[src/rtl/mips_cp0_pkg.sv]
package mips_cp0_pkg;

    typedef logic [31:0] vaddr_t;
    typedef logic [19:0] vpn_t;
    typedef logic [19:0] pfn_t;

    // set index, address bits 11 to 4
    typedef logic [7:0] cache_index_t;

    typedef logic [4:0] exc_code_t;

    // CP0 cause codes used by instruction fetch
    localparam exc_code_t EXC_NONE = 5'd31;
    localparam exc_code_t EXC_ADEL = 5'd4;
    localparam exc_code_t EXC_TLBL = 5'd2;

    // boot vector in kseg1
    localparam vaddr_t RESET_PC = 32'hBFC0_0000;

    // kseg0 and kseg1 are unmapped, kseg2 starts the mapped region again
    localparam vaddr_t KSEG0_BASE = 32'h8000_0000;
    localparam vaddr_t KSEG2_BASE = 32'hC000_0000;

endpackage

[src/rtl/fetch_bus_pkg.sv]
package fetch_bus_pkg;

    // branch predictor target for the pre-fetch stage
    typedef struct packed {
        mips_cp0_pkg::vaddr_t target;
        logic                 valid;
    } bpu_bus_t;

    // branch resolution from execute
    typedef struct packed {
        logic                 br_bpu_valid;
        logic                 is_branch;
        logic                 br_taken;
        logic                 br_bpu_right;
        mips_cp0_pkg::vaddr_t br_target;
        mips_cp0_pkg::vaddr_t br_es_pc;
    } br_bus_t;

    // one page of a TLB pair
    typedef struct packed {
        mips_cp0_pkg::pfn_t pfn;
        logic [2:0]         c;
        logic               d;
        logic               v;
    } tlb_entry_t;

    // main TLB answer, even page first
    typedef struct packed {
        logic       found;
        tlb_entry_t even;
        tlb_entry_t odd;
    } tlb_resp_t;

    typedef struct packed {
        mips_cp0_pkg::cache_index_t index;
        mips_cp0_pkg::pfn_t         tag;
        logic [3:0]                 offset;
        logic                       valid;
    } icache_req_t;

    typedef struct packed {
        logic                    inst_valid;
        mips_cp0_pkg::vaddr_t    pc;
        logic                    ex;
        mips_cp0_pkg::exc_code_t exctype;
    } ps_to_fs_t;

endpackage

[src/rtl/fetch_request.sv]
`timescale 1ns/1ps

module fetch_request (
    input  logic                        clk,
    input  logic                        reset,
    input  mips_cp0_pkg::vaddr_t        nextpc,
    input  logic                        flush,
    input  logic                        br_flush,
    input  logic                        fs_allowin,
    input  logic                        icache_busy,
    input  logic                        cache_inst_strobe,
    input  mips_cp0_pkg::cache_index_t  cache_index,
    input  mips_cp0_pkg::pfn_t          pfn,
    input  logic                        tlb_ex,
    input  mips_cp0_pkg::exc_code_t     tlb_exctype,
    input  logic                        tlb_stall,
    output mips_cp0_pkg::vaddr_t        pc,
    output fetch_bus_pkg::icache_req_t  icache_req,
    output fetch_bus_pkg::ps_to_fs_t    ps_to_fs
);
    import mips_cp0_pkg::*;

    logic         fetch_en;
    logic         ready;
    logic         allowin;
    logic         adel_ex;
    logic         ps_ex;
    exc_code_t    ps_exctype;
    logic         inst_valid;
    logic         flush_delayed;
    logic         cache_inst_delayed;
    cache_index_t cache_index_delayed;

    assign ready   = ~icache_busy & ~tlb_stall;
    assign allowin = flush | (fs_allowin & ready);

    always_ff @(posedge clk) begin
        if (reset) begin
            pc <= RESET_PC;
        end else if (flush | (~icache_busy & allowin)) begin
            pc <= nextpc;
        end
    end

    // fetch starts only once reset has been seen low at an edge
    always_ff @(posedge clk) begin
        if (reset) begin
            fetch_en <= 1'b0;
        end else begin
            fetch_en <= 1'b1;
        end
    end

    // address error wins over the tlb
    assign adel_ex    = pc[1:0] != 2'b00;
    assign ps_ex      = (adel_ex | tlb_ex) & ~br_flush;
    assign ps_exctype = br_flush ? EXC_NONE :
                        adel_ex  ? EXC_ADEL :
                        tlb_ex   ? tlb_exctype :
                                   EXC_NONE;

    // remember a flush while the cache is still busy
    always_ff @(posedge clk) begin
        if (reset) begin
            flush_delayed <= 1'b0;
        end else if (flush) begin
            flush_delayed <= 1'b1;
        end else if (~icache_busy) begin
            flush_delayed <= 1'b0;
        end
    end

    always_ff @(posedge clk) begin
        if (reset) begin
            cache_inst_delayed <= 1'b0;
        end else if (cache_inst_strobe) begin
            cache_inst_delayed <= 1'b1;
        end else if (~icache_busy) begin
            cache_inst_delayed <= 1'b0;
        end
    end

    always_ff @(posedge clk) begin
        if (cache_inst_strobe) begin
            cache_index_delayed <= cache_index;
        end
    end

    always_comb begin
        if (~fetch_en | ps_ex | tlb_stall | br_flush) begin
            inst_valid = 1'b0;
        end else if (flush_delayed & ~icache_busy) begin
            inst_valid = 1'b1;
        end else begin
            inst_valid = ~icache_busy & allowin;
        end
    end

    // cache-op index overrides the pc until the cache is done
    assign icache_req.index  = cache_inst_delayed ? cache_index_delayed : pc[11:4];
    assign icache_req.tag    = pfn;
    assign icache_req.offset = pc[3:0];
    assign icache_req.valid  = fetch_en & ~ps_ex & ~tlb_stall &
                               (flush | (~icache_busy & fs_allowin));

    assign ps_to_fs.inst_valid = inst_valid;
    assign ps_to_fs.pc         = pc;
    assign ps_to_fs.ex         = ps_ex;
    assign ps_to_fs.exctype    = ps_exctype;

endmodule

[src/rtl/itlb_translate.sv]
`timescale 1ns/1ps

module itlb_translate (
    input  logic                     clk,
    input  logic                     reset,
    input  mips_cp0_pkg::vpn_t       vpn,
    input  logic                     tlb_flush,
    output mips_cp0_pkg::vpn_t       tlb_vpn,
    input  fetch_bus_pkg::tlb_resp_t tlb_resp,
    output mips_cp0_pkg::pfn_t       pfn,
    output logic                     tlb_ex,
    output mips_cp0_pkg::exc_code_t  tlb_exctype,
    output logic                     tlb_stall
);
    import mips_cp0_pkg::*;
    import fetch_bus_pkg::*;

    // FILL is the first cycle after a refill, VALID a reused entry
    typedef enum logic [1:0] {
        TB_EMPTY,
        TB_FILL,
        TB_VALID
    } tb_state_t;

    tb_state_t  state;
    tb_state_t  next_state;
    vpn_t       buf_vpn;
    tlb_resp_t  buf_resp;
    tlb_entry_t buf_page;
    vaddr_t     page_addr;
    logic       unmapped;
    logic       hit;
    logic       refill;

    assign page_addr = {vpn, 12'h000};
    assign unmapped  = (page_addr >= KSEG0_BASE) && (page_addr < KSEG2_BASE);

    assign hit    = (state != TB_EMPTY) && (buf_vpn == vpn);
    assign refill = ~unmapped & ~hit;

    // main TLB is looked up every cycle, its answer only matters on refill
    assign tlb_vpn = vpn;

    always_comb begin
        next_state = state;
        if (tlb_flush) begin
            next_state = TB_EMPTY;
        end else if (refill) begin
            next_state = TB_FILL;
        end else if (state == TB_FILL) begin
            next_state = TB_VALID;
        end
    end

    always_ff @(posedge clk) begin
        if (reset) begin
            state <= TB_EMPTY;
        end else begin
            state <= next_state;
        end
    end

    // buffer contents, written only when a refill is in progress
    always_ff @(posedge clk) begin
        if (refill) begin
            buf_vpn  <= vpn;
            buf_resp <= tlb_resp;
            buf_page <= vpn[0] ? tlb_resp.odd : tlb_resp.even;
        end
    end

    // kseg0/kseg1 frame is the vpn with the segment bits cleared
    assign pfn = unmapped ? {3'b000, vpn[16:0]} : buf_page.pfn;

    assign tlb_stall = refill;

    // miss or invalid page, reported once the entry is buffered
    assign tlb_ex      = ~unmapped & hit & (~buf_resp.found | ~buf_page.v);
    assign tlb_exctype = tlb_ex ? EXC_TLBL : EXC_NONE;

endmodule

[src/rtl/next_pc_decode.sv]
`timescale 1ns/1ps

module next_pc_decode (
    input  mips_cp0_pkg::vaddr_t   pc,
    input  fetch_bus_pkg::bpu_bus_t bpu,
    input  fetch_bus_pkg::br_bus_t  br,
    input  logic                   flush,
    input  logic                   eret,
    input  logic                   refetch,
    input  mips_cp0_pkg::vaddr_t   exc_addr,
    input  mips_cp0_pkg::vaddr_t   epc,
    input  mips_cp0_pkg::vaddr_t   refetch_pc,
    output mips_cp0_pkg::vaddr_t   nextpc
);
    import mips_cp0_pkg::*;

    vaddr_t seq_pc;
    vaddr_t slot_pc;
    vaddr_t right_flow_pc;
    vaddr_t wrong_flow_pc;
    vaddr_t flush_pc;
    logic   mispredict;
    logic   unpredicted_taken;

    assign seq_pc  = pc + 32'd4;

    // fall-through past the delay slot
    assign slot_pc = br.br_es_pc + 32'd8;

    // predictor path when execute has nothing to correct
    assign right_flow_pc = bpu.valid ? bpu.target : seq_pc;

    // recovery target after a wrong prediction
    assign wrong_flow_pc = br.br_taken ? br.br_target : slot_pc;

    assign flush_pc = refetch ? refetch_pc : exc_addr;

    assign mispredict        = br.is_branch & br.br_bpu_valid & ~br.br_bpu_right;
    assign unpredicted_taken = br.is_branch & ~br.br_bpu_valid & br.br_taken;

    always_comb begin
        if (eret) begin
            nextpc = epc;
        end else if (flush) begin
            nextpc = flush_pc;
        end else if (mispredict) begin
            nextpc = wrong_flow_pc;
        end else if (unpredicted_taken) begin
            nextpc = br.br_target;
        end else begin
            nextpc = right_flow_pc;
        end
    end

endmodule

[src/rtl/pre_if_top.sv]
`timescale 1ns/1ps

module pre_if_top (
    input  logic                       clk,
    input  logic                       reset,
    input  fetch_bus_pkg::bpu_bus_t    bpu,
    input  fetch_bus_pkg::br_bus_t     br,
    input  logic                       flush,
    input  logic                       br_flush,
    input  logic                       eret,
    input  logic                       refetch,
    input  mips_cp0_pkg::vaddr_t       exc_addr,
    input  mips_cp0_pkg::vaddr_t       epc,
    input  mips_cp0_pkg::vaddr_t       refetch_pc,
    input  logic                       fs_allowin,
    input  logic                       icache_busy,
    input  logic                       tlb_flush,
    input  logic                       cache_inst_strobe,
    input  mips_cp0_pkg::cache_index_t cache_index,
    output mips_cp0_pkg::vpn_t         tlb_vpn,
    input  fetch_bus_pkg::tlb_resp_t   tlb_resp,
    output fetch_bus_pkg::icache_req_t icache_req,
    output fetch_bus_pkg::ps_to_fs_t   ps_to_fs,
    output mips_cp0_pkg::vaddr_t       prefs_pc
);
    import mips_cp0_pkg::*;

    vaddr_t    nextpc;
    pfn_t      pfn;
    logic      tlb_ex;
    exc_code_t tlb_exctype;
    logic      tlb_stall;

    next_pc_decode u_next_pc (
        .pc         (prefs_pc),
        .bpu        (bpu),
        .br         (br),
        .flush      (flush),
        .eret       (eret),
        .refetch    (refetch),
        .exc_addr   (exc_addr),
        .epc        (epc),
        .refetch_pc (refetch_pc),
        .nextpc     (nextpc)
    );

    // page number of the pc being fetched
    itlb_translate u_itlb (
        .clk         (clk),
        .reset       (reset),
        .vpn         (prefs_pc[31:12]),
        .tlb_flush   (tlb_flush),
        .tlb_vpn     (tlb_vpn),
        .tlb_resp    (tlb_resp),
        .pfn         (pfn),
        .tlb_ex      (tlb_ex),
        .tlb_exctype (tlb_exctype),
        .tlb_stall   (tlb_stall)
    );

    fetch_request u_fetch_req (
        .clk               (clk),
        .reset             (reset),
        .nextpc            (nextpc),
        .flush             (flush),
        .br_flush          (br_flush),
        .fs_allowin        (fs_allowin),
        .icache_busy       (icache_busy),
        .cache_inst_strobe (cache_inst_strobe),
        .cache_index       (cache_index),
        .pfn               (pfn),
        .tlb_ex            (tlb_ex),
        .tlb_exctype       (tlb_exctype),
        .tlb_stall         (tlb_stall),
        .pc                (prefs_pc),
        .icache_req        (icache_req),
        .ps_to_fs          (ps_to_fs)
    );

endmodule

[config.mk]
export PLATFORM = sky130hd
export DESIGN_NAME = pre_if_top
export DESIGN_NICKNAME = d
export VERILOG_FILES = /design/src/rtl/mips_cp0_pkg.sv /design/src/rtl/fetch_bus_pkg.sv /design/src/rtl/fetch_request.sv /design/src/rtl/itlb_translate.sv /design/src/rtl/next_pc_decode.sv /design/src/rtl/pre_if_top.sv
export SDC_FILE = /design/constraint.sdc
export NUM_CORES = 1
export LEC_CHECK = 0
export ABC_AREA = 0
export BUFFER_PORTS_ARGS = -buffer_cell sky130_fd_sc_hd__buf_2
export CORE_AREA = 2 2 152 154
export DETAILED_ROUTE_END_ITERATION = 6
export DIE_AREA = 0 0 154 156
export GPL_TIMING_DRIVEN = 1
export PLACE_DENSITY_LB_ADDON = 0.1
export REMOVE_ABC_BUFFERS = 1
export SETUP_SLACK_MARGIN = 0.2
export SLEW_MARGIN = 20
export SYNTH_ARGS = -nofsm -noshare
export SYNTH_HDL_FRONTEND = slang
export SYNTH_SLANG_ARGS = --single-unit
export TNS_END_PERCENT = 50
[constraint.sdc]
create_clock -name clk -period 3.9 [get_ports clk]
set_input_delay 0.195 -clock clk [delete_from_list [all_inputs] [get_ports clk]]
set_output_delay 0.195 -clock clk [all_outputs]
set_load 0.02 [all_outputs]
Yosys cells after proc, flatten, opt, wreduce, memory -nomap -nowiden
Index checks and enable logic that the tools add are counted.
{ "totals": {"reg_bits": 87, "elab_cells": 82, "output_inout_bits": 124, "in_bits": 266} }
{ "op_classes": {"n_eq_ne": 4, "n_lt_le_gt_ge": 2, "n_bitwise": 35, "n_addsub": 2, "muxes": 21, "reduce_logical": 7} }
{ "ops": {"columns": ["operator", "n"], "rows": [
  ["32-bit two-way mux", 7],
  ["32-bit by 3-bit adder with 32-bit output, second input constant", 1],
  ["32-bit by 4-bit adder with 32-bit output, second input constant", 1],
  ["32-bit >= comparator, second input constant", 1],
  ["32-bit less-than comparator, second input constant", 1],
  ["25-bit two-way mux", 1],
  ["20-bit == test", 1],
  ["20-bit two-way mux", 1],
  ["1-bit AND", 16],
  ["5-bit two-way mux", 3],
  ["1-bit inverter", 11],
  ["1-bit two-way mux", 8],
  ["8-bit two-way mux", 1],
  ["1-bit OR", 8],
  ["2-bit nonzero test", 3],
  ["3-bit OR reduction", 1],
  ["2-bit by 1-bit == test with 1-bit output, second input constant", 1],
  ["1-bit logical AND", 2],
  ["2-bit by 1-bit inequality test with 1-bit output, second input constant", 1],
  ["2-bit inequality test, second input constant", 1],
  ["2-bit OR reduction", 1]
]} }

Depth between registers and ports, before layout
Gate-level depths: netlist of the first run.
{ "depth": {"ltp_word": 11, "depth_mapped": 10} }

Cells and area by module
A second synthesis of the first run with hierarchy kept.
{ "unflattened": {"hier_cells": 868, "area_unflattened_um2": 7639.8} }
{ "by_module_without_submodules": {"columns": ["module", "n_inst", "seq_area_each_um2", "area_per_inst_um2", "cells_per_inst"], "rows": [
  ["next_pc_decode", 1, 0.0, 3145.5, 470],
  ["itlb_translate", 1, 1301.2, 2253.4, 155],
  ["fetch_request", 1, 940.9, 2240.9, 243]
]} }

Worst setup path after synthesis of the first run
Ideal clock, no wire load.
{ "synth_timing": {"path_kind": "register to output", "start": "reg u_fetch_req.pc[25]", "end": "out ps_to_fs[38] in the netlist's numbering", "path_stages_with_launch": 11, "setup_slack_ns": 1.062, "arrival_time_ns": 2.643, "required_ns": 3.705, "path_buffers": 3, "cell_sequence": "dfxtp_1 buf_6 xnor2_2 nand4_1 or3_4 o31a_4 o21ai_4 buf_2 nor2_1 nor4_1 buf_4"} }
{ "synth_between": {"elab_chain_len": 11} }
{ "synth_lines": {"columns": ["element", "line", "rtl"], "rows": [
  ["start, declared", "fetch_request.sv:17", "output mips_cp0_pkg::vaddr_t pc,"],
  ["start signal, assigned", "fetch_request.sv:41", "pc <= nextpc;"],
  ["32-bit >= comparator (tied with other cells)", "itlb_translate.sv:36", "assign unmapped = (page_addr >= KSEG0_BASE) && (page_addr < KSEG2_BASE);"],
  ["1-bit logical AND (on tied branches)", "itlb_translate.sv:36, itlb_translate.sv:38", null],
  ["1-bit inverter", "itlb_translate.sv:39", "assign refill = ~unmapped & ~hit;"],
  ["1-bit AND (*)", "itlb_translate.sv:39", null],
  ["named net tlb_stall", "pre_if_top.sv:32", "logic tlb_stall;"],
  ["1-bit inverter", "fetch_request.sv:34", "assign ready = ~icache_busy & ~tlb_stall;"],
  ["1-bit AND", "fetch_request.sv:34", null],
  ["1-bit AND", "fetch_request.sv:35", "assign allowin = flush | (fs_allowin & ready);"],
  ["1-bit OR", "fetch_request.sv:35", null],
  ["1-bit AND", "fetch_request.sv:95", "inst_valid = ~icache_busy & allowin;"],
  ["1-bit two-way mux", "fetch_request.sv:92", "end else if (flush_delayed & ~icache_busy) begin"],
  ["1-bit two-way mux (*)", "fetch_request.sv:90", "if (~fetch_en | ps_ex | tlb_stall | br_flush) begin"],
  ["end, declared", "pre_if_top.sv:23", "output fetch_bus_pkg::ps_to_fs_t ps_to_fs,"]
]} }
The timed path passes the listed nets; every way through them passes the cells marked *.

==> results.sh, run 1 <==
export IMPL_status="complete, no violations"
export IMPL_cts_sinks=87
export IMPL_drt_iter0_drc=407
export IMPL_synth_simple_area_share_pct=17.8
export IMPL_fin_nets=1417
export IMPL_rsz0062_at_grt="no"
export IMPL_syn_area_per_cell_um2=8.66
export IMPL_final_layout_size_suffix_gt1_share_pct=43.4
export IMPL_cp_top_family="compound AO/OA/AOI/OAI gates"
export IMPL_synth_compound_area_share_pct=19.6
export IMPL_fin_hold_ws_ps=11.5
export IMPL_drv_cap=0
export IMPL_dp_slack_ps=1050
export IMPL_fmax_mhz=313
export IMPL_clock_latency_ps=360
export IMPL_cts_tree="built"
export IMPL_syn_cell_area_um2=7270
export IMPL_pwr_share_comb_pct=34.4
export IMPL_cp_required_ps=3700
export IMPL_synth_common_cells="nand2_1 (64), buf_4 (61), a21oi_1 (55), edfxtp_1 (50), mux2_2 (49)"
export IMPL_seq_area_frac_synth_pct=30.9
export IMPL_grt_overflow=0
export IMPL_synth_xor_area_share_pct=8.06
export IMPL_setup_viol=0
export IMPL_io_pins=390
export IMPL_hold_path_class="in -> reg"
export IMPL_hold_viol_final=0
export IMPL_crit_arrival_ps=3000
export IMPL_drc=0
export IMPL_grt_max_degree=46
export IMPL_wl_per_cell_um=21.6
export IMPL_drv_slew=0
export IMPL_peakVddDrop_v=0.000230
export IMPL_postCtsSetupBuffers=0
export IMPL_async_flop_share_pct=0
export IMPL_cts_inserted_buffers=9
export IMPL_post_route_period_util_pct=82.0
export IMPL_synth_area_top_cells="edfxtp_1 (21%), dfxtp_1 (10%), mux2_2 (7.6%)"
export IMPL_fin_worst_skew_ps=8.70
export IMPL_min_period_ps=3200
export IMPL_startpoint_type="flip-flop"
export IMPL_grt_pass1_vias=7509
export IMPL_synth_top_family_by_area="compound AO/OA/AOI/OAI gates"
export IMPL_seqPwrFrac_pct=36.5
export IMPL_clk_path_buf_depth=2
export IMPL_grt_pass1_wl_um=45400
export IMPL_dp_hpwl_um=24000
export IMPL_internal_power_w=0.00202
export IMPL_synthFlopType="edfxtp_1"
export IMPL_crit_chain="buf_4, xnor2_1, nand4_1, or3_4, o31a_4, o21ai_4, nor2_1, nor4_1, buf_2"
export IMPL_syn_to_final_growth_pct=29.8
export IMPL_yosysTopAreaCell="edfxtp_1"
export IMPL_ys_ff_latch=87
export IMPL_power_w=0.00317
export IMPL_synth_mux_area_fraction_pct=12.3
export IMPL_viasPerCell=5.32
export IMPL_ys_types=67
export IMPL_cp_end_kind="output port"
export IMPL_worst_slew_pin_slew_ps=1040
export IMPL_switching_share_pct=36.2
export IMPL_p_leak_nw=4.15
export IMPL_dieHeight_um=156
export IMPL_synthAdderAreaFrac_pct=0.344
export IMPL_worstSetupPathType="reg -> out"
export IMPL_fin_cells=1441
export IMPL_wl_um=31200
export IMPL_antenna_left=0
export IMPL_antenna_found_initial=3
export IMPL_io_buffers=381
export IMPL_fin_ws_ps=703
export IMPL_timing_setup_tns_ps=0
export IMPL_crit_slowest_cell="o21ai_4"
export IMPL_grt_total_usage_pct=25.2
export IMPL_synthCells=839
export IMPL_cpPeakStageDelay_ps=580
export IMPL_root_buffer="clkbuf_16"
export IMPL_maxSlewHeadroom_pct=30.2
export IMPL_path_max_fanout=19
export IMPL_yosysMostFrequentCell="nand2_1"
export IMPL_dp_cells=1419
export IMPL_synth_edf_count=50
export IMPL_clockPowerShare_pct=29.1
export IMPL_die_area_um2=24000
export IMPL_yosysWarnings=0
export IMPL_crit_buf_inv=2
export IMPL_reg2reg_slack_ps=1010
export IMPL_vias=7664
export IMPL_die_x_um=154
export IMPL_post_cts_resized=0
export IMPL_start_util_pct=32.5
export IMPL_htree_levels=3
export IMPL_clkTransAtPathRegs_ps=70
export IMPL_p_sw_w=0.00115
export IMPL_power_density_nw_per_um2=336
export IMPL_core_area_um2=22400
export IMPL_synth_top_area_share_pct=20.7
export IMPL_place_congestion=0.839
export IMPL_rows=55
export IMPL_drtPass1Iterations=5
[layout make-up]
cell class / count / area [um^2]
antenna: 2 / 5.00
clock inverter: 7 / 80.1
inverter: 17 / 63.8
timing repair buffer: 423 / 2230
fill: 2348 / 12900
tap: 285 / 357
multi-input combinational: 611 / 4220
sequential: 87 / 2240
clock buffer: 9 / 225
[path summary, 6_finish.rpt]
| path | startpoint | to | cells past startpoint |
|---|---|---|---|
| worst max-delay path | u_fetch_req.pc[19] | ps_to_fs[38] | 9 |
| worst min-delay path | cache_index[0] | u_fetch_req.cache_index_delayed[0] | 1 |
| worst max register to register | u_fetch_req.pc[7] | u_fetch_req.pc[28] | 7 |
| worst min register to register | u_fetch_req.flush_delayed | u_fetch_req.flush_delayed | 2 |
[through the flow]
step / utilization (%) / instance area, um^2
floorplan: - / 6530
finish: 42.2 / 9430
detailed placement: 40.6 / 9080
global route: 42.1 / 9430
global placement: 40.6 / 9080
CTS: 42.1 / 9420
[layer usage]
layer	part of all wire [%]	track usage [%]	vias to the layer above
met4	2.5	7.83	2
met2	49	43.8	362
met5	0.042	0	-
met3	6.8	4.44	40
li1	-	-	3686
met1	42	31.7	3574
[power by group through the flow]
stage / clock network (W) / logic, W / registers [W]
floorplan: 0 / 0.000452 / 0.00129
global placement: 0 / 0.00109 / 0.00118
detailed placement: 0 / 0.00109 / 0.00118
CTS: 0.000939 / 0.00110 / 0.00116
global route: 0.000977 / 0.00118 / 0.00117
finish: 0.000923 / 0.00109 / 0.00116
[cells in the final DEF, fill, tap and decap left out, types with 26 or more instances in the layout]
cell / synthesis / layout
a211oi_1: 26 / 26
a21oi_1: 55 / 55
buf_2: 8 / 381
buf_4: 61 / 38
dfxtp_1: 37 / 37
edfxtp_1: 50 / 50
mux2_2: 49 / 49
mux2i_1: 33 / 33
nand2_1: 64 / 64
nand3_1: 35 / 35
nor2_1: 47 / 47
o21ai_0: 48 / 48
xnor2_1: 35 / 35
xor2_1: 30 / 30
[state kept, by name (all words and copies together), names as in the netlist]
name / flops
u_fetch_req.cache_inst_delayed: 1
u_fetch_req.cache_index_delayed: 8
u_fetch_req.pc: 32
u_itlb.buf_resp: 1
u_fetch_req.flush_delayed: 1
u_itlb.buf_page: 21
u_itlb.buf_vpn: 20
u_fetch_req.fetch_en: 1
u_itlb.state: 2
[timing repair]
action / 4_1_cts / 5_1_grt
setup endpoints to repair: 0 / 0
hold buffers: 4 / 0
endpoints found under the hold margin: 4 / 0
[cells by family after synthesis]
kind of cell / Yosys count
adder cells (fa/ha/maj): 2
XOR/XNOR: 66
buffers and inverters: 141
multiplexers: 83
flip-flops: 87
AND/OR/NAND/NOR: 251
AO/OA/AOI/OAI: 209
(Power assumes the default switching activity.)
==> run 2, diff against run 1 <==
Settings changed: CORE_AREA 2 2 152 154 to 2 2 154 156, DIE_AREA 0 0 154 156 to 0 0 156 158.
Clock period 3.9 ns to 3 ns, I/O delays scaled along.
==> results.sh, run 2 (synthesized netlist as in run 1, its figures left out) <==
export IMPL_p_leak_nw=4.30
export IMPL_rows=56
export IMPL_internal_power_w=0.00259
export IMPL_clkTransAtPathRegs_ps=70
export IMPL_cp_end_kind="output port"
export IMPL_ff2ff_path_depth=8
export IMPL_root_buffer="clkbuf_16"
export IMPL_cpPeakStageDelay_ps=440
export IMPL_syn_to_final_growth_pct=33.8
export IMPL_crit_slowest_cell="or3_4"
export IMPL_drtPass1Iterations=5
export IMPL_grt_max_degree=45
export IMPL_final_common_cell="buf_2"
export IMPL_final_util_pct=42.2
export IMPL_grt_pass1_vias=7617
export IMPL_final_layout_size_suffix_gt1_share_pct=45.1
export IMPL_antenna_found_initial=5
export IMPL_worst_slew_pin_slew_ps=924
export IMPL_r2r_start="u_fetch_req.pc[19]"
export IMPL_crit_buf_inv=2
export IMPL_fin_worst_skew_ps=10.8
export IMPL_path_depth=9
export IMPL_critical_path_endpoint="ps_to_fs[38]"
export IMPL_seqPwrFrac_pct=36.3
export IMPL_start_util_pct=31.5
export IMPL_hold_viol_final=0
export IMPL_status="complete, no violations"
export IMPL_drt_iter0_drc=453
export IMPL_regMostFlops="u_fetch_req.pc"
export IMPL_path_max_fanout=6
export IMPL_io_buffers=381
export IMPL_drv_slew=0
export IMPL_cts_inserted_buffers=9
export IMPL_fmax_mhz=367
export IMPL_final_cell_mix="buf_2 (380), nand2_1 (64), buf_4 (59)"
export IMPL_fin_cells=1475
export IMPL_clock_latency_ps=360
export IMPL_grt_busiest_layer="met2"
export IMPL_biggestRegsByFlops="u_fetch_req.pc x32, u_itlb.buf_page x21, u_itlb.buf_vpn x20"
export IMPL_wl_um=32400
export IMPL_grt_util_met1_pct=31.2
export IMPL_wl_per_cell_um=22.0
export IMPL_clk_path_buf_depth=2
export IMPL_viasPerCell=5.39
export IMPL_place_congestion=0.877
export IMPL_htree_levels=3
export IMPL_power_density_nw_per_um2=423
export IMPL_startpoint_type="flip-flop"
export IMPL_rsz0062_at_grt="yes"
export IMPL_clockPowerShare_pct=27.2
export IMPL_setup_viol=0
export IMPL_peakVddDrop_v=0.000282
export IMPL_grt_total_usage_pct=25.4
export IMPL_post_route_period_util_pct=90.9
export IMPL_hold_path_class="in -> reg"
export IMPL_cts_tree="built"
export IMPL_drv_cap=0
export IMPL_cp_required_ps=2850
export IMPL_crit_arrival_ps=2580
export IMPL_vias=7956
export IMPL_min_period_ps=2730
export IMPL_grt_util_met2_pct=46.3
export IMPL_crit_start="u_fetch_req.pc[19]"
export IMPL_antenna_left=0
export IMPL_grt_overflow=0
export IMPL_crit_chain="xnor2_2, nand4_1, or3_4, o31a_4, o21ai_4, buf_12, nor2_1, nor4_2, buf_4"
export IMPL_grt_pass1_wl_um=46300
export IMPL_r2r_end="u_fetch_req.pc[23]"
export IMPL_drc=0
export IMPL_cts_sinks=87
export IMPL_maxSlewHeadroom_pct=38.1
export IMPL_largest_register_ffs=32
export IMPL_reg2reg_slack_ps=420
export IMPL_fin_nets=1445
export IMPL_die_area_um2=24600
export IMPL_switching_share_pct=37.0
export IMPL_dieHeight_um=158
export IMPL_die_x_um=156
export IMPL_grt_use_met3_pct=4.27
export IMPL_pwr_share_comb_pct=36.5
export IMPL_dp_hpwl_um=24900
export IMPL_cp_top_family="simple AND/OR/NAND/NOR gates"
export IMPL_io_pins=390
export IMPL_p_sw_w=0.00152
export IMPL_worstSetupPathType="reg -> out"
export IMPL_dp_cells=1442
export IMPL_core_area_um2=23100
run 2: cell types whose count changed in the layout (fill, tap and decap cells not counted), sizes merged:
cell / before / now
buf: 419 / 440
diode: 2 / 3
clkinv: 4 / 3
bufbuf: 0 / 1
dlygate4sd3: 4 / 10
inv: 18 / 19
bufinv: 1 / 0
clkinvlp: 1 / 2
run 2: power groups by stage:
stage          registers, W  logic (W)  clock network [W]
2_1_floorplan       0.00168   0.000587                  0
5_1_grt             0.00151    0.00162            0.00118
3_5_place_dp        0.00152    0.00147                  0
4_1_cts             0.00149    0.00150            0.00114
6_report            0.00149    0.00150            0.00112
3_3_place_gp        0.00152    0.00147                  0
run 2: stage by stage:
stage	area (um^2)	total power (W)	hold WS (ps)	worst slack [ps]	TNS (ps)
after floorplan	6530	0.00227	216	-872	-8270
after global placement	9230	0.00299	327	277	0
after detailed placement	9230	0.00299	329	271	0
after CTS	9670	0.00413	51.7	157	0
after global routing	9720	0.00431	71.0	166	0
final	9720	0.00411	57.0	272	0
run 2: timing repair:
item / CTS / global route
gates cloned: 1 / 0
pin swaps: 1 / 0
buffers inserted: 1 / 2
hold buffers: 10 / 0
endpoints found under the hold margin: 11 / 0
setup endpoints to repair: 2 / 4
gates resized for setup: 4 / 7
run 2: layout make-up:
cell class              count  area [um^2]
well taps                 290          363
clock buffers               9          225
fillers                  2408        13300
inverters                  17         63.8
diodes                      3         7.51
flip-flops and latches     87         2250
clock inverters             7         55.1
multi-input cells         611         4260
repair buffers            451         2500
run 2: worst min path at each step:
stage,cells past startpoint,from,to
2_1_floorplan,1,reset,u_fetch_req.pc[10]
3_3_place_gp,1,cache_index[5],u_fetch_req.cache_index_delayed[5]
3_5_place_dp,1,cache_index[2],u_fetch_req.cache_index_delayed[2]
4_1_cts,3,epc[1],u_fetch_req.pc[1]
5_1_grt,3,epc[0],u_fetch_req.pc[0]
6_report,3,epc[0],u_fetch_req.pc[0]
run 2: worst register-to-register path: stages, from the launching register on:
cell     delay [ps]
dfxtp_2         420
xnor2_2         130
nand4_1         120
or3_4           440
o31a_4          410
o21a_1          200
buf_4           270
mux2_1          410
o21ai_1         110
run 2: layer usage:
| layer | part of all wire [%] | vias up |
|---|---|---|
| met5 | 0.083 | - |
| met4 | 2.0 | 4 |
| met3 | 6.1 | 41 |
| met2 | 50 | 322 |
| met1 | 41 | 3827 |
| li1 | - | 3762 |
==> run 3, diff against run 2 <==
Settings changed: GPL_TIMING_DRIVEN 1 to 0.
==> results.sh, run 3 (synthesized netlist as in run 1, its figures left out) <==
export IMPL_fin_cells=1436
export IMPL_rsz0062_at_grt="yes"
export IMPL_dp_cells=1389
export IMPL_grt_pass1_vias=7178
export IMPL_clkTransAtPathRegs_ps=70
export IMPL_regMostFlops="u_fetch_req.pc"
export IMPL_core_area_um2=23100
export IMPL_root_buffer="clkbuf_16"
export IMPL_fill_cells=2404
export IMPL_final_layout_size_suffix_gt1_share_pct=45.8
export IMPL_hold_depth=3
export IMPL_dp_hpwl_um=23000
export IMPL_dp_slack_ps=-716
export IMPL_cp_end_kind="output port"
export IMPL_hold_path_class="in -> reg"
export IMPL_largest_register_ffs=32
export IMPL_hold_viol_final=0
export IMPL_antenna_left=0
export IMPL_ff2ff_path_depth=7
export IMPL_min_period_ps=2800
export IMPL_maxSlewHeadroom_pct=27.2
export IMPL_fin_ws_ps=204
export IMPL_io_buffers=381
export IMPL_cp_required_ps=2850
export IMPL_rows=56
export IMPL_drt_iter0_drc=458
export IMPL_power_density_nw_per_um2=442
export IMPL_final_cell_mix="buf_2 (380), nand2_1 (62), a21oi_1 (54)"
export IMPL_drc=0
export IMPL_viasPerCell=5.37
export IMPL_fmax_mhz=358
export IMPL_antenna_found_initial=6
export IMPL_final_common_cell="buf_2"
export IMPL_cts_inserted_buffers=9
export IMPL_p_leak_nw=4.14
export IMPL_die_area_um2=24600
export IMPL_clock_latency_ps=360
export IMPL_dieHeight_um=158
export IMPL_syn_to_final_growth_pct=31.7
export IMPL_htree_levels=3
export IMPL_cts_sinks=87
export IMPL_path_max_fanout=10
export IMPL_wl_per_cell_um=22.6
export IMPL_cts_tree="built"
export IMPL_drv_cap=0
export IMPL_setup_viol=0
export IMPL_biggestRegsByFlops="u_fetch_req.pc x32, u_itlb.buf_page x21, u_itlb.buf_vpn x20"
export IMPL_grt_overflow=0
export IMPL_grt_pass1_wl_um=45100
export IMPL_worstSetupPathType="reg -> out"
export IMPL_worst_slew_pin_slew_ps=1090
export IMPL_fin_nets=1406
export IMPL_clk_path_buf_depth=2
export IMPL_startpoint_type="flip-flop"
export IMPL_timing_setup_tns_ps=0
export IMPL_status="complete, no violations"
export IMPL_wl_um=32400
export IMPL_crit_arrival_ps=2650
export IMPL_fin_worst_skew_ps=9.44
export IMPL_grt_total_usage_pct=24.9
export IMPL_vias=7717
export IMPL_post_route_period_util_pct=93.2
export IMPL_drv_slew=0
export IMPL_fin_hold_ws_ps=66.5
export IMPL_grt_max_degree=46
export IMPL_die_x_um=156
export IMPL_io_pins=390
export IMPL_place_congestion=0.844
export IMPL_peakVddDrop_v=0.000287
export IMPL_start_util_pct=31.5
export IMPL_drtPass1Iterations=4
run 3: cell types whose count changed in the layout (fill, tap and decap cells not counted), moves of 3 or more:
| cell | change |
|---|---|
| o31a_2 | +3 |
| dfxtp_2 | +14 |
| buf_4 | -45 |
| dfxtp_1 | -21 |
| dfxtp_4 | +7 |
run 3: what timing repair did:
action	in CTS	in global routing
gates cloned	2	3
setup buffers	1	12
gates resized for setup	37	13
endpoints found under the setup margin	38	30
pin swaps	5	7
hold buffers	10	0
endpoints found under the hold margin	11	0
run 3: area by class of cell:
class / instances / area (um^2) / area share (%)
diodes: 3 / 7.51 / 0.0784
clock buffers: 11 / 233 / 2.43
multi-input cells: 616 / 4360 / 45.5
repair buffers: 407 / 2170 / 22.7
clock inverters: 5 / 82.6 / 0.863
inverters: 17 / 65.1 / 0.680
well taps: 290 / 363 / 3.79
flip-flops and latches: 87 / 2290 / 23.9
run 3: worst max-delay path, cell delays in order (launching register included):
cell and delay (ps):
dfxtp_2 400, xor2_1 180, nor4_1 390, nand2_2 210
o31a_4 430, o21ai_4 160, nor2_1 70, nor4_2 250
buf_4 190
run 3: power breakdown:
part	switching, W	internal [W]	total, W
combinational	0.000819	0.000573	0.00139
sequential	0.000158	0.00141	0.00157
clock	0.000534	0.000735	0.00127
run 3: through the flow:
| stage | power, W | utilization (%) | cell area [um^2] |
|---|---|---|---|
| floorplan | 0.00227 | - | 6530 |
| CTS | 0.00422 | 40.8 | 9400 |
| finish | 0.00423 | 41.5 | 9570 |
| global placement | 0.00290 | 38.2 | 8800 |
| global route | 0.00443 | 41.5 | 9570 |
| detailed placement | 0.00292 | 38.5 | 8870 |
run 3: layer usage:
metal	routed length [um]	GRT usage, %	vias up
met5	32	0	-
met4	646	6.77	6
met3	1950	4.65	45
met2	15900	43.3	313
met1	13900	31.7	3671
li1	-	-	3682
run 3: worst paths after layout:
path,startpoint,end,slack [ps]
worst max-delay path,u_fetch_req.pc[18],ps_to_fs[38],200
worst min-delay path,epc[0],u_fetch_req.pc[0],70
worst max register to register,u_fetch_req.pc[12],u_fetch_req.pc[25],310
worst min register to register,u_fetch_req.flush_delayed,u_fetch_req.flush_delayed,490
